$ cat src/s16b_pkg.sv
// Fixed System 16B widths; bus_req_t.active must be one-hot, as the external mapper drives it
package s16b_pkg;

    // Mapper region lines, regions 0 to 2 hold program ROM
    localparam int reg_ram  = 3;
    localparam int reg_oram = 4;
    localparam int reg_vram = 5;
    localparam int reg_pal  = 6;
    localparam int reg_io   = 7;

    // Splits the VRAM region, set means character RAM
    localparam int char_sel_bit = 16;

    typedef logic [7:0] game_id_t;

    typedef enum logic [1:0] {
        pcb_5521,       // Also 5704
        pcb_5358_small,
        pcb_5358_large,
        pcb_5797
    } pcb_t;

    // One CPU bus cycle as seen after the mapper
    typedef struct packed {
        logic [23:1] addr;   // Word address
        logic        rnw;
        logic [1:0]  dsn;    // Active low, upper then lower
        logic [15:0] wdata;
        logic [7:0]  active; // One-hot region lines
    } bus_req_t;

    typedef struct packed {
        logic rom;
        logic ram;
        logic vram;
        logic chr;
        logic obj;
        logic pal;
        logic io;
    } cs_set_t;

    typedef struct packed {
        cs_set_t     cs;
        logic [17:0] rom_addr;  // Banked, word address
        logic        tbank_wr;
        logic        tbank_hi;  // Upper three bits of tile bank
        logic [2:0]  tbank_val;
        logic        rnw;
        logic [1:0]  dsn;
        logic [15:0] wdata;     // Carried along for the devices
    } dec_cycle_t;

    // Which device word goes back to the CPU
    typedef enum logic [2:0] {
        src_none,
        src_ram,
        src_rom,
        src_chr,
        src_pal,
        src_obj,
        src_io
    } src_t;

endpackage

$ cat src/s16b_region_decode.sv
// One request per cycle in flight; Korean boards share the 5521 tile-bank rule
module s16b_region_decode import s16b_pkg::*; (
    input  logic       clk,
    input  logic       rst,
    input  logic       req_valid,
    input  bus_req_t   req,
    input  game_id_t   game_id,
    output logic       dec_valid,
    output dec_cycle_t dec
);

    pcb_t        pcb;
    logic        korean;
    logic [1:0]  act_enc;
    logic [17:0] bank_addr;
    cs_set_t     cs_next;
    logic        tbank_next;
    logic        any_ds;

    // Board family from the game id
    always_comb begin
        pcb    = pcb_5521;
        korean = 1'b0;
        casez (game_id[7:3])
            5'b001??: pcb = pcb_5797;
            5'b0001?: begin
                if (game_id == 8'h10 || game_id == 8'h15 || game_id == 8'h1a)
                    pcb = pcb_5358_large;
                else
                    pcb = pcb_5358_small;
            end
            5'b00001: korean = 1'b1;
            default:  pcb = pcb_5521;
        endcase
    end

    // ROM bank index from the three ROM regions
    always_comb begin
        case (req.active[2:0])
            3'b001:  act_enc = 2'd0;
            3'b010:  act_enc = 2'd1;
            3'b100:  act_enc = 2'd2;
            default: act_enc = 2'd0;
        endcase
    end

    always_comb begin
        if (korean)
            bank_addr = {1'b0, req.addr[17:1]};
        else begin
            case (pcb)
                pcb_5797:       bank_addr = req.addr[18:1];
                pcb_5358_large: bank_addr = {act_enc, req.addr[16:1]};
                pcb_5358_small: bank_addr = {1'b0, act_enc, req.addr[15:1]};
                default:        bank_addr = {act_enc[0], req.addr[17:1]}; // 512kB
            endcase
        end
    end

    assign any_ds = ~&req.dsn;

    always_comb begin
        cs_next.rom  = req.rnw && (pcb == pcb_5797 ? req.active[0] : |req.active[2:0]);
        cs_next.chr  = req.active[reg_vram] && req.addr[char_sel_bit];
        cs_next.vram = req.active[reg_vram] && !req.addr[char_sel_bit] && any_ds;
        cs_next.ram  = req.active[reg_ram] && any_ds;
        cs_next.obj  = req.active[reg_oram];
        cs_next.pal  = req.active[reg_pal];
        cs_next.io   = req.active[reg_io];
    end

    // 5797 keeps the tile bank in one sub-range of regions 1 and 2
    always_comb begin
        if (pcb == pcb_5797)
            tbank_next = (req.active[1] || req.active[2]) && req.addr[13:12] == 2'd2;
        else
            tbank_next = req.active[2];
        tbank_next = tbank_next && !req.rnw && !req.dsn[0];
    end

    always_ff @(posedge clk or posedge rst) begin
        if (rst)
            dec_valid <= 1'b0;
        else
            dec_valid <= req_valid;
    end

    always_ff @(posedge clk) begin
        if (req_valid) begin
            dec.cs        <= cs_next;
            dec.rom_addr  <= bank_addr;
            dec.tbank_wr  <= tbank_next;
            dec.tbank_hi  <= req.addr[1];
            dec.tbank_val <= req.wdata[2:0];
            dec.rnw       <= req.rnw;
            dec.dsn       <= req.dsn;
            dec.wdata     <= req.wdata;
        end
    end

    // Back-to-back strobes would overwrite a cycle not yet taken by ctrl
    a_no_req_on_dec: assert property (@(posedge clk) disable iff (rst)
        req_valid |-> !dec_valid);

endmodule

$ cat src/s16b_cycle_ctrl.sv
// Memory regions wait for rom_ok or ram_ok, with no timeout on a device that never answers
module s16b_cycle_ctrl import s16b_pkg::*; (
    input  logic        clk,
    input  logic        rst,
    input  logic        dec_valid,
    input  dec_cycle_t  dec,
    input  logic        rom_ok,
    input  logic        ram_ok,
    output cs_set_t     cs,
    output logic [17:0] rom_addr,
    output logic        done,
    output src_t        src,
    output logic [5:0]  tile_bank
);

    logic       busy;
    logic       load;
    src_t       src_next;
    logic       tbank_wr;
    logic       tbank_hi;
    logic [2:0] tbank_val;

    assign load = dec_valid && !busy;

    // Read source; writes never return a word
    always_comb begin
        src_next = src_none;
        if (dec.rnw) begin
            if (dec.cs.rom)                    src_next = src_rom;
            else if (dec.cs.ram || dec.cs.vram) src_next = src_ram;
            else if (dec.cs.chr)               src_next = src_chr;
            else if (dec.cs.pal)               src_next = src_pal;
            else if (dec.cs.obj)               src_next = src_obj;
            else if (dec.cs.io)                src_next = src_io;
        end
    end

    // Fast regions and unmapped cycles end right away
    always_comb begin
        if (cs.rom)
            done = busy && rom_ok;
        else if (cs.ram || cs.vram)
            done = busy && ram_ok;
        else
            done = busy;
    end

    always_ff @(posedge clk or posedge rst) begin
        if (rst) begin
            busy <= 1'b0;
            cs   <= '0;
        end else if (load) begin
            busy <= 1'b1;
            cs   <= dec.cs;
        end else if (done) begin
            busy <= 1'b0;
            cs   <= '0; // Select drops after the done cycle
        end
    end

    always_ff @(posedge clk) begin
        if (load) begin
            rom_addr  <= dec.rom_addr;
            src       <= src_next;
            tbank_wr  <= dec.tbank_wr;
            tbank_hi  <= dec.tbank_hi;
            tbank_val <= dec.tbank_val;
        end
    end

    always_ff @(posedge clk or posedge rst) begin
        if (rst)
            tile_bank <= '0;
        else if (done && tbank_wr) begin
            if (tbank_hi)
                tile_bank[5:3] <= tbank_val;
            else
                tile_bank[2:0] <= tbank_val;
        end
    end

    a_no_dec_busy: assert property (@(posedge clk) disable iff (rst)
        dec_valid |-> !busy);

    // Region lines are one-hot upstream, so selects must be too
    a_one_cs: assert property (@(posedge clk) disable iff (rst) $onehot0(cs));

endmodule

$ cat src/s16b_read_mux.sv
// Device words must be valid in the done cycle; unmapped reads repeat the last word
module s16b_read_mux import s16b_pkg::*; (
    input  logic        clk,
    input  logic        rst,
    input  logic        done,
    input  src_t        src,
    input  logic [15:0] rom_data,
    input  logic [15:0] ram_data,  // RAM and VRAM share it
    input  logic [15:0] char_dout,
    input  logic [15:0] pal_dout,
    input  logic [15:0] obj_dout,
    input  logic [7:0]  cab_dout,
    output logic        rsp_valid,
    output logic [15:0] rsp_data
);

    logic [15:0] word;

    always_comb begin
        case (src)
            src_rom: word = rom_data;
            src_ram: word = ram_data;
            src_chr: word = char_dout;
            src_pal: word = pal_dout;
            src_obj: word = obj_dout;
            src_io:  word = {8'hff, cab_dout}; // Upper byte floats high
            default: word = rsp_data;          // No change
        endcase
    end

    always_ff @(posedge clk or posedge rst) begin
        if (rst) begin
            rsp_valid <= 1'b0;
            rsp_data  <= '0;
        end else begin
            rsp_valid <= done;
            if (done)
                rsp_data <= word;
        end
    end

endmodule

$ cat src/s16b_main_bus.sv
// No back-pressure, so the host waits for rsp_valid before the next req_valid
module s16b_main_bus import s16b_pkg::*; (
    input  logic        clk,
    input  logic        rst,
    input  logic        req_valid,
    input  bus_req_t    req,
    input  game_id_t    game_id,
    input  logic [15:0] rom_data,
    input  logic [15:0] ram_data,
    input  logic [15:0] char_dout,
    input  logic [15:0] pal_dout,
    input  logic [15:0] obj_dout,
    input  logic [7:0]  cab_dout,
    input  logic        rom_ok,
    input  logic        ram_ok,
    output cs_set_t     cs,
    output logic [17:0] rom_addr,
    output logic [15:0] wdata,
    output logic [1:0]  dsn,
    output logic [5:0]  tile_bank,
    output logic        rsp_valid,
    output logic [15:0] rsp_data
);

    logic       dec_valid;
    dec_cycle_t dec;
    logic       done;
    src_t       src;

    // Held in decode until the next request
    assign wdata = dec.wdata;
    assign dsn   = dec.dsn;

    s16b_region_decode u_decode (
        .clk       (clk),
        .rst       (rst),
        .req_valid (req_valid),
        .req       (req),
        .game_id   (game_id),
        .dec_valid (dec_valid),
        .dec       (dec)
    );

    s16b_cycle_ctrl u_ctrl (
        .clk       (clk),
        .rst       (rst),
        .dec_valid (dec_valid),
        .dec       (dec),
        .rom_ok    (rom_ok),
        .ram_ok    (ram_ok),
        .cs        (cs),
        .rom_addr  (rom_addr),
        .done      (done),
        .src       (src),
        .tile_bank (tile_bank)
    );

    s16b_read_mux u_mux (
        .clk       (clk),
        .rst       (rst),
        .done      (done),
        .src       (src),
        .rom_data  (rom_data),
        .ram_data  (ram_data),
        .char_dout (char_dout),
        .pal_dout  (pal_dout),
        .obj_dout  (obj_dout),
        .cab_dout  (cab_dout),
        .rsp_valid (rsp_valid),
        .rsp_data  (rsp_data)
    );

endmodule

$ cat config.mk
export PLATFORM = sky130hd
export DESIGN_NAME = s16b_main_bus
export DESIGN_NICKNAME = d
export VERILOG_FILES = /design/src/s16b_pkg.sv /design/src/s16b_region_decode.sv /design/src/s16b_cycle_ctrl.sv /design/src/s16b_read_mux.sv /design/src/s16b_main_bus.sv
export SDC_FILE = /design/constraint.sdc
export NUM_CORES = 1
export LEC_CHECK = 0
export CAP_MARGIN = 20
export CELL_PAD_IN_SITES_DETAIL_PLACEMENT = 1
export CELL_PAD_IN_SITES_GLOBAL_PLACEMENT = 1
export CORE_ASPECT_RATIO = 1.25
export CORE_MARGIN = 1.5
export CORE_UTILIZATION = 48
export DETAILED_ROUTE_END_ITERATION = 16
export DONT_BUFFER_PORTS = 1
export PLACE_DENSITY_LB_ADDON = 0.1
export SYNTH_ARGS = -nofsm -noshare
export SYNTH_HDL_FRONTEND = slang
export SYNTH_SLANG_ARGS = --single-unit
$ cat constraint.sdc
create_clock -name clk -period 2.7 [get_ports clk]
set_clock_uncertainty 0.2 [all_clocks]
set_input_delay 0.54 -clock clk [delete_from_list [all_inputs] [get_ports clk]]
set_output_delay 0.54 -clock clk [all_outputs]
set_load 0.005 [all_outputs]
# [Yosys cells after proc, flatten, opt, wreduce, memory -nomap -nowiden]
# Index checks and enable logic that the tools add are counted.
[classes] reduce_logical=31 mux=21 n_eq_ne=18 n_bitwise=2
[op_table] operator="$pmux W16 S6" n=1
[op_table] operator="$pmux W18 S3" n=1
[op_table] operator="$eq A8 B5 Y1 const B" n=3
[op_table] operator="$mux W17" n=1
[op_table] operator="$mux W7" n=2
[op_table] operator="$eq A3 B3 Y1 const B" n=4
[op_table] operator="$logic_and A1 B1 Y1" n=12
[op_table] operator="$eq A3 B2 Y1 const B" n=3
[op_table] operator="$mux W3" n=3
[op_table] operator="$mux W2" n=4
[op_table] operator="$pmux W2 S2" n=2
[op_table] operator="$reduce_and A2 Y1" n=4
[op_table] operator="$mux W1" n=7
[op_table] operator="$eq A2 B2 Y1 const B" n=3
[op_table] operator="$eq A3 B1 Y1 const B" n=2
[op_table] operator="$reduce_bool A6 Y1" n=1
[op_table] operator="$eq A5 B1 Y1 const B" n=1
[op_table] operator="$logic_not A1 Y1" n=5
[op_table] operator="$logic_or A1 B1 Y1" n=5
[op_table] operator="$eq A4 B1 Y1 const B" n=1
[op_table] operator="$reduce_or A4 Y1" n=1
[op_table] operator="$reduce_or A3 Y1" n=1
[op_table] operator="$eq A2 B1 Y1 const B" n=1
[op_table] operator="$not A1 Y1" n=2
[op_table] operator="2 further kinds" n=2
[word_totals] wordCells=107 out_inout_bits=66 inputBits=151 reg_bits=107

# [Depth between registers and ports, before layout]
[logic_depth] word_depth=9 ltp_mapped=7 ltp_nobuf=5

# [Modules after synthesis]
# Synthesis repeated with hierarchy kept, for this count alone.
[hier_totals] cells_unflattened=331 hier_area_um2=4484.3
[by_module_without_submodules] mod="s16b_region_decode" cells_each=81 instances=1 seq_area_each_um2=1376.3 area_per_inst_um2=1636.6
[by_module_without_submodules] mod="s16b_cycle_ctrl" cells_each=90 instances=1 seq_area_each_um2=1131.1 area_per_inst_um2=1452.6
[by_module_without_submodules] mod="s16b_read_mux" cells_each=160 instances=1 seq_area_each_um2=425.4 area_per_inst_um2=1395.1

# [Least setup slack after synthesis]
# OpenSTA, ideal clock, no wires.
[synth_timing] kind="reg-to-reg" from="reg u_ctrl.busy" to="reg u_ctrl.rom_addr[0], enable pin" path_stages_with_launch=3 required_time_ns=2.102 arrival_ns=1.545 path_buffers=1 slack_ns=0.557 period_less_slack_ns=2.143 setup_ns=0.398 cell_sequence="dfrtp_1 > nor2b_1 > clkbuf_1"
[synth_via] elab_chain_cells=2
[synth_lines] element="start: declaration" line="s16b_cycle_ctrl.sv:16" rtl="logic busy;"
[synth_lines] element="start signal: assignment" line="s16b_cycle_ctrl.sv:50" rtl="busy <= 1'b0;"
[synth_lines] element="start signal: assignment" line="s16b_cycle_ctrl.sv:53" rtl="busy <= 1'b1;"
[synth_lines] element="start signal: assignment" line="s16b_cycle_ctrl.sv:56" rtl="busy <= 1'b0;"
[synth_lines] element="$logic_not A1 Y1" line="s16b_cycle_ctrl.sv:23" rtl="assign load = dec_valid && !busy;"
[synth_lines] element="$logic_and A1 B1 Y1" line="s16b_cycle_ctrl.sv:23"
[synth_lines] element="net u_ctrl.load" line="s16b_cycle_ctrl.sv:17" rtl="logic load;"
[synth_lines] element="end signal: assignment" line="s16b_cycle_ctrl.sv:63" rtl="rom_addr <= dec.rom_addr;"
[synth_lines] element="end: declaration" line="s16b_cycle_ctrl.sv:10" rtl="output logic [17:0] rom_addr,"
# The timed path passes the listed nets, and every way through them passes these cells.
# A chain may end at the register's enable or synchronous reset.

# [Worst setup path in the final report]
[layout_timing] from="reg u_ctrl.src[2]" to="reg u_mux.rsp_data[12]"
[layout_via] elab_chain_cells=3 word_cells_on_any_way=9 cone_classes="6 x eq/ne; 1 x mux; 2 x reduce/logical"
[layout_lines] element="start: declaration" line="s16b_cycle_ctrl.sv:12" rtl="output src_t src,"
[layout_lines] element="start signal: assignment" line="s16b_cycle_ctrl.sv:64" rtl="src <= src_next;"
[layout_lines] element="$eq A3 B2 Y1, or another cell as far along" line="s16b_read_mux.sv:20" rtl="case (src)"
[layout_lines] element="$reduce_bool A6 Y1 (no source line)"
[layout_lines] element="$reduce_and A2 Y1 (no source line)"
[layout_lines] element="end signal: assignment" line="s16b_read_mux.sv:38" rtl="rsp_data <= word;"
[layout_lines] element="end: declaration" line="s16b_read_mux.sv:14" rtl="output logic [15:0] rsp_data"
# Parallel ways exist; a longest one is shown, timed or not.

==> reports/metrics.cfg <==
[route]
wl_per_cell_um=20.7
drt-total-wl_um=9790
drtIter0Drc=87
detail_route.vias_per_cell=5.77
maxUsedRoutingLayer=met4
drc=0
met2_length_um=4990
num_vias=2735
wl_met3_um=1010
met1_length_um=3700
drt-pass1-iter-count=4
antenna_left=0

[floorplan]
die_w_um=90.7
fp-row-count=39
die_height_um=113
initial_utilization_pct=50.0
core_area_sq_um=9220
io_pins=217
dieArea_sq_um=10200

[place]
gp_congestion=0.763
io_buffers=0
dpl.hpwl_um=7470
dp_slack_ns=0.584

[min_path]
min_path_type=in -> reg
min_path_cells=0

[grt]
grt_usage_pct=19.5
overflow=0
antenna_found_initial=0
grt_max_degree=47
grt_pass1_vias=2962
grt_pass1_wl_um=15300

[yosys]
yosys-top-cells-count=edfxtp_1, dfrtp_1, o21ai_0
synth_warnings=0
yosysUniqueCellTypes=49
yosysMostFrequentCell=edfxtp_1
synth-seq-cells=102
syn_area_per_cell_sq_um=12.8
synth-edff-count=70
ys_top_cells_by_area=edfxtp_1, dfrtp_1, buf_4
netlist_instances=360
synth_area_sq_um=4610
synth_seq_area_share_pct=63.0
yosysTopAreaCell=edfxtp_1
synth_ff_type=edfxtp_1
synth_top_cell_area_share_pct=45.6
async_reset_ff_share_pct=31.4
syn_nets=511

[timing]
slew_viol_final=0
period_share_pct=75.2
fmax_ghz=0.493
rsz0062_at_grt=false
fin_ws_ns=0.671
hold_viol=0
min_period_ns=2.03
slew_headroom_pct=60.0
fin_hold_ws_ns=0.0405
setup_viol=0
tightestPinTransition_ns=0.592
tns_ns=0

[clocking]
path_clk_slew_ns=0.07
cts_tree=built
cts_resized=0
cts_inserted_buffers=9
htree_levels=3
clkLatencyLatePin_ns=0.33
cts_root_buf=clkbuf_16
cts_setup_buffers=0
ctsLongestPathBuffers=2
cts_sinks=102

[power_and_ir_drop]
power_density_nw_per_um2=958
total_power_mw=4.74
p_leak_nw=1.79
irDropWorstVdd_v=0.000573

[cells_and_area]
fin_util_pct=53.7
diodes=0
num-nets-final=497
fillers=922
syn2layout_area_growth_pct=7.38
drive_above_1_share_pct=15.4

[critical_path]
cp.arrival_ns=2.05
reg2reg_depth=5
timing.critical_path.buf_inv=1
crit_family=multiplexers
critical_path_class=reg -> reg
crit_cells=5
cp_max_fo=15
max_stage_delay_ns=0.51
cpMaxStageDelayCell=edfxtp_1
endpoint_kind=flip-flop
path_cells=buf_4 > mux2_2 > o221ai_1 > o21ai_0 > mux2_2
critPathRequiredTime_ns=2.72
startpoint_type=flip-flop
critPathMostFrequentCell=mux2_2

[run]
maxCapViolCount=0

[status]
status=complete, no violations

[layout by cell type (no fill, tap or decap), types with 2 or more instances in the layout]
| master | synthesis | final |
|---|---|---|
| edfxtp_1 | 70 | 70 |
| dfrtp_1 | 32 | 32 |
| o21ai_0 | 29 | 29 |
| nor2_1 | 27 | 27 |
| nand2_1 | 25 | 25 |
| nand2b_1 | 23 | 23 |
| a21oi_1 | 17 | 17 |
| mux2i_1 | 10 | 10 |
| mux2_2 | 10 | 10 |
| buf_4 | 20 | 10 |
| o31ai_2 | 9 | 9 |
| clkbuf_16 | 0 | 9 |
| o31ai_1 | 6 | 6 |
| a22o_1 | 6 | 6 |
| a211oi_1 | 6 | 6 |
| o22a_1 | 5 | 5 |
| inv_1 | 4 | 4 |
| o21ai_1 | 3 | 3 |
| nor3b_1 | 3 | 3 |
| o22ai_1 | 3 | 3 |
| a22oi_1 | 2 | 2 |
| nor2b_1 | 3 | 2 |
| and2_1 | 2 | 2 |
| o21a_1 | 2 | 2 |
| mux2_1 | 2 | 2 |
| nor3_1 | 2 | 2 |
| o221ai_1 | 2 | 2 |
| clkinv_8 | 0 | 2 |
| inv_8 | 0 | 2 |
[final timing paths]
path / start / end / slack, ns
worst min-delay path: req_valid / u_decode.dec_valid / 0.04
worst min register to register: u_decode.dec[24] / u_ctrl.rom_addr[0] / 0.22
min in group asynchronous: rst / u_mux.rsp_data[11] / 0.53
max in group asynchronous: rst / u_ctrl.cs[2] / 1.46
worst max register to register: u_ctrl.src[2] / u_mux.rsp_data[12] / 0.67
worst max-delay path: u_ctrl.src[2] / u_mux.rsp_data[12] / 0.67
[worst reg2reg max path, cell delays in order (launching register included)]
cell and delay (ns):
edfxtp_1 0.51, buf_4 0.27, mux2_2 0.35, o221ai_1 0.18
o21ai_0 0.13, mux2_2 0.27
[timing repair]
item                                    CTS  global route
hold buffers                              1             0
endpoints found under the setup margin    0             0
endpoints found under the hold margin    32             0
[where the power goes]
group / leakage (nW) / internal (mW) / switching, mW / total [mW]
registers: 1.07 / 2.07 / 0.305 / 2.38
logic: 0.570 / 0.456 / 0.571 / 1.03
clock network: 0.156 / 0.750 / 0.590 / 1.34
total: 1.79 / 3.28 / 1.47 / 4.74
[per-stage QoR]
stage                     cell area (sq um)  std cells
after floorplan                        4610        360
after global routing                   4950        474
after CTS                              4950        474
final                                  4950        474
after detailed placement               4610        457
after global placement                 4610        457
[sequential cells by signal, summed over array words and instances, names as in the netlist]
| register | cells |
|---|---|
| u_ctrl.tile_bank | 6 |
| u_ctrl.src | 3 |
| u_ctrl.tbank_wr | 1 |
| u_decode.dec | 45 |
| u_decode.dec_valid | 1 |
| u_mux.rsp_data | 16 |
| u_ctrl.cs | 7 |
| u_ctrl.busy | 1 |
| u_ctrl.rom_addr | 18 |
| u_mux.rsp_valid | 1 |
| u_ctrl.tbank_val | 3 |
[routing by layer]
layer	GRT usage, %	up-vias
li1	-	1283
met5	0	-
met4	6.03	0
met3	8.33	7
met1	21.2	1301
met2	34.2	144
[cells by family after synthesis]
kind of cell | share of synthesized area, %
XOR/XNOR | 0.190
AND/OR/NAND/NOR | 10.6
flip-flops | 63.0
AO/OA/AOI/OAI | 15.3
multiplexers | 5.10
buffers and inverters | 5.89
[layout make-up]
type                            count  area (sq um)  share of cell area [%]
Clock inverter                      7           101                    2.05
Timing Repair Buffer               12           105                    2.12
Clock buffer                        9           225                    4.55
Sequential cell                   102          2900                    58.6
Tap cell                          123           154                    3.11
Inverter                            5          18.8                   0.379
Multi-Input combinational cell    216          1440                    29.2
(Power assumes the default switching activity.)
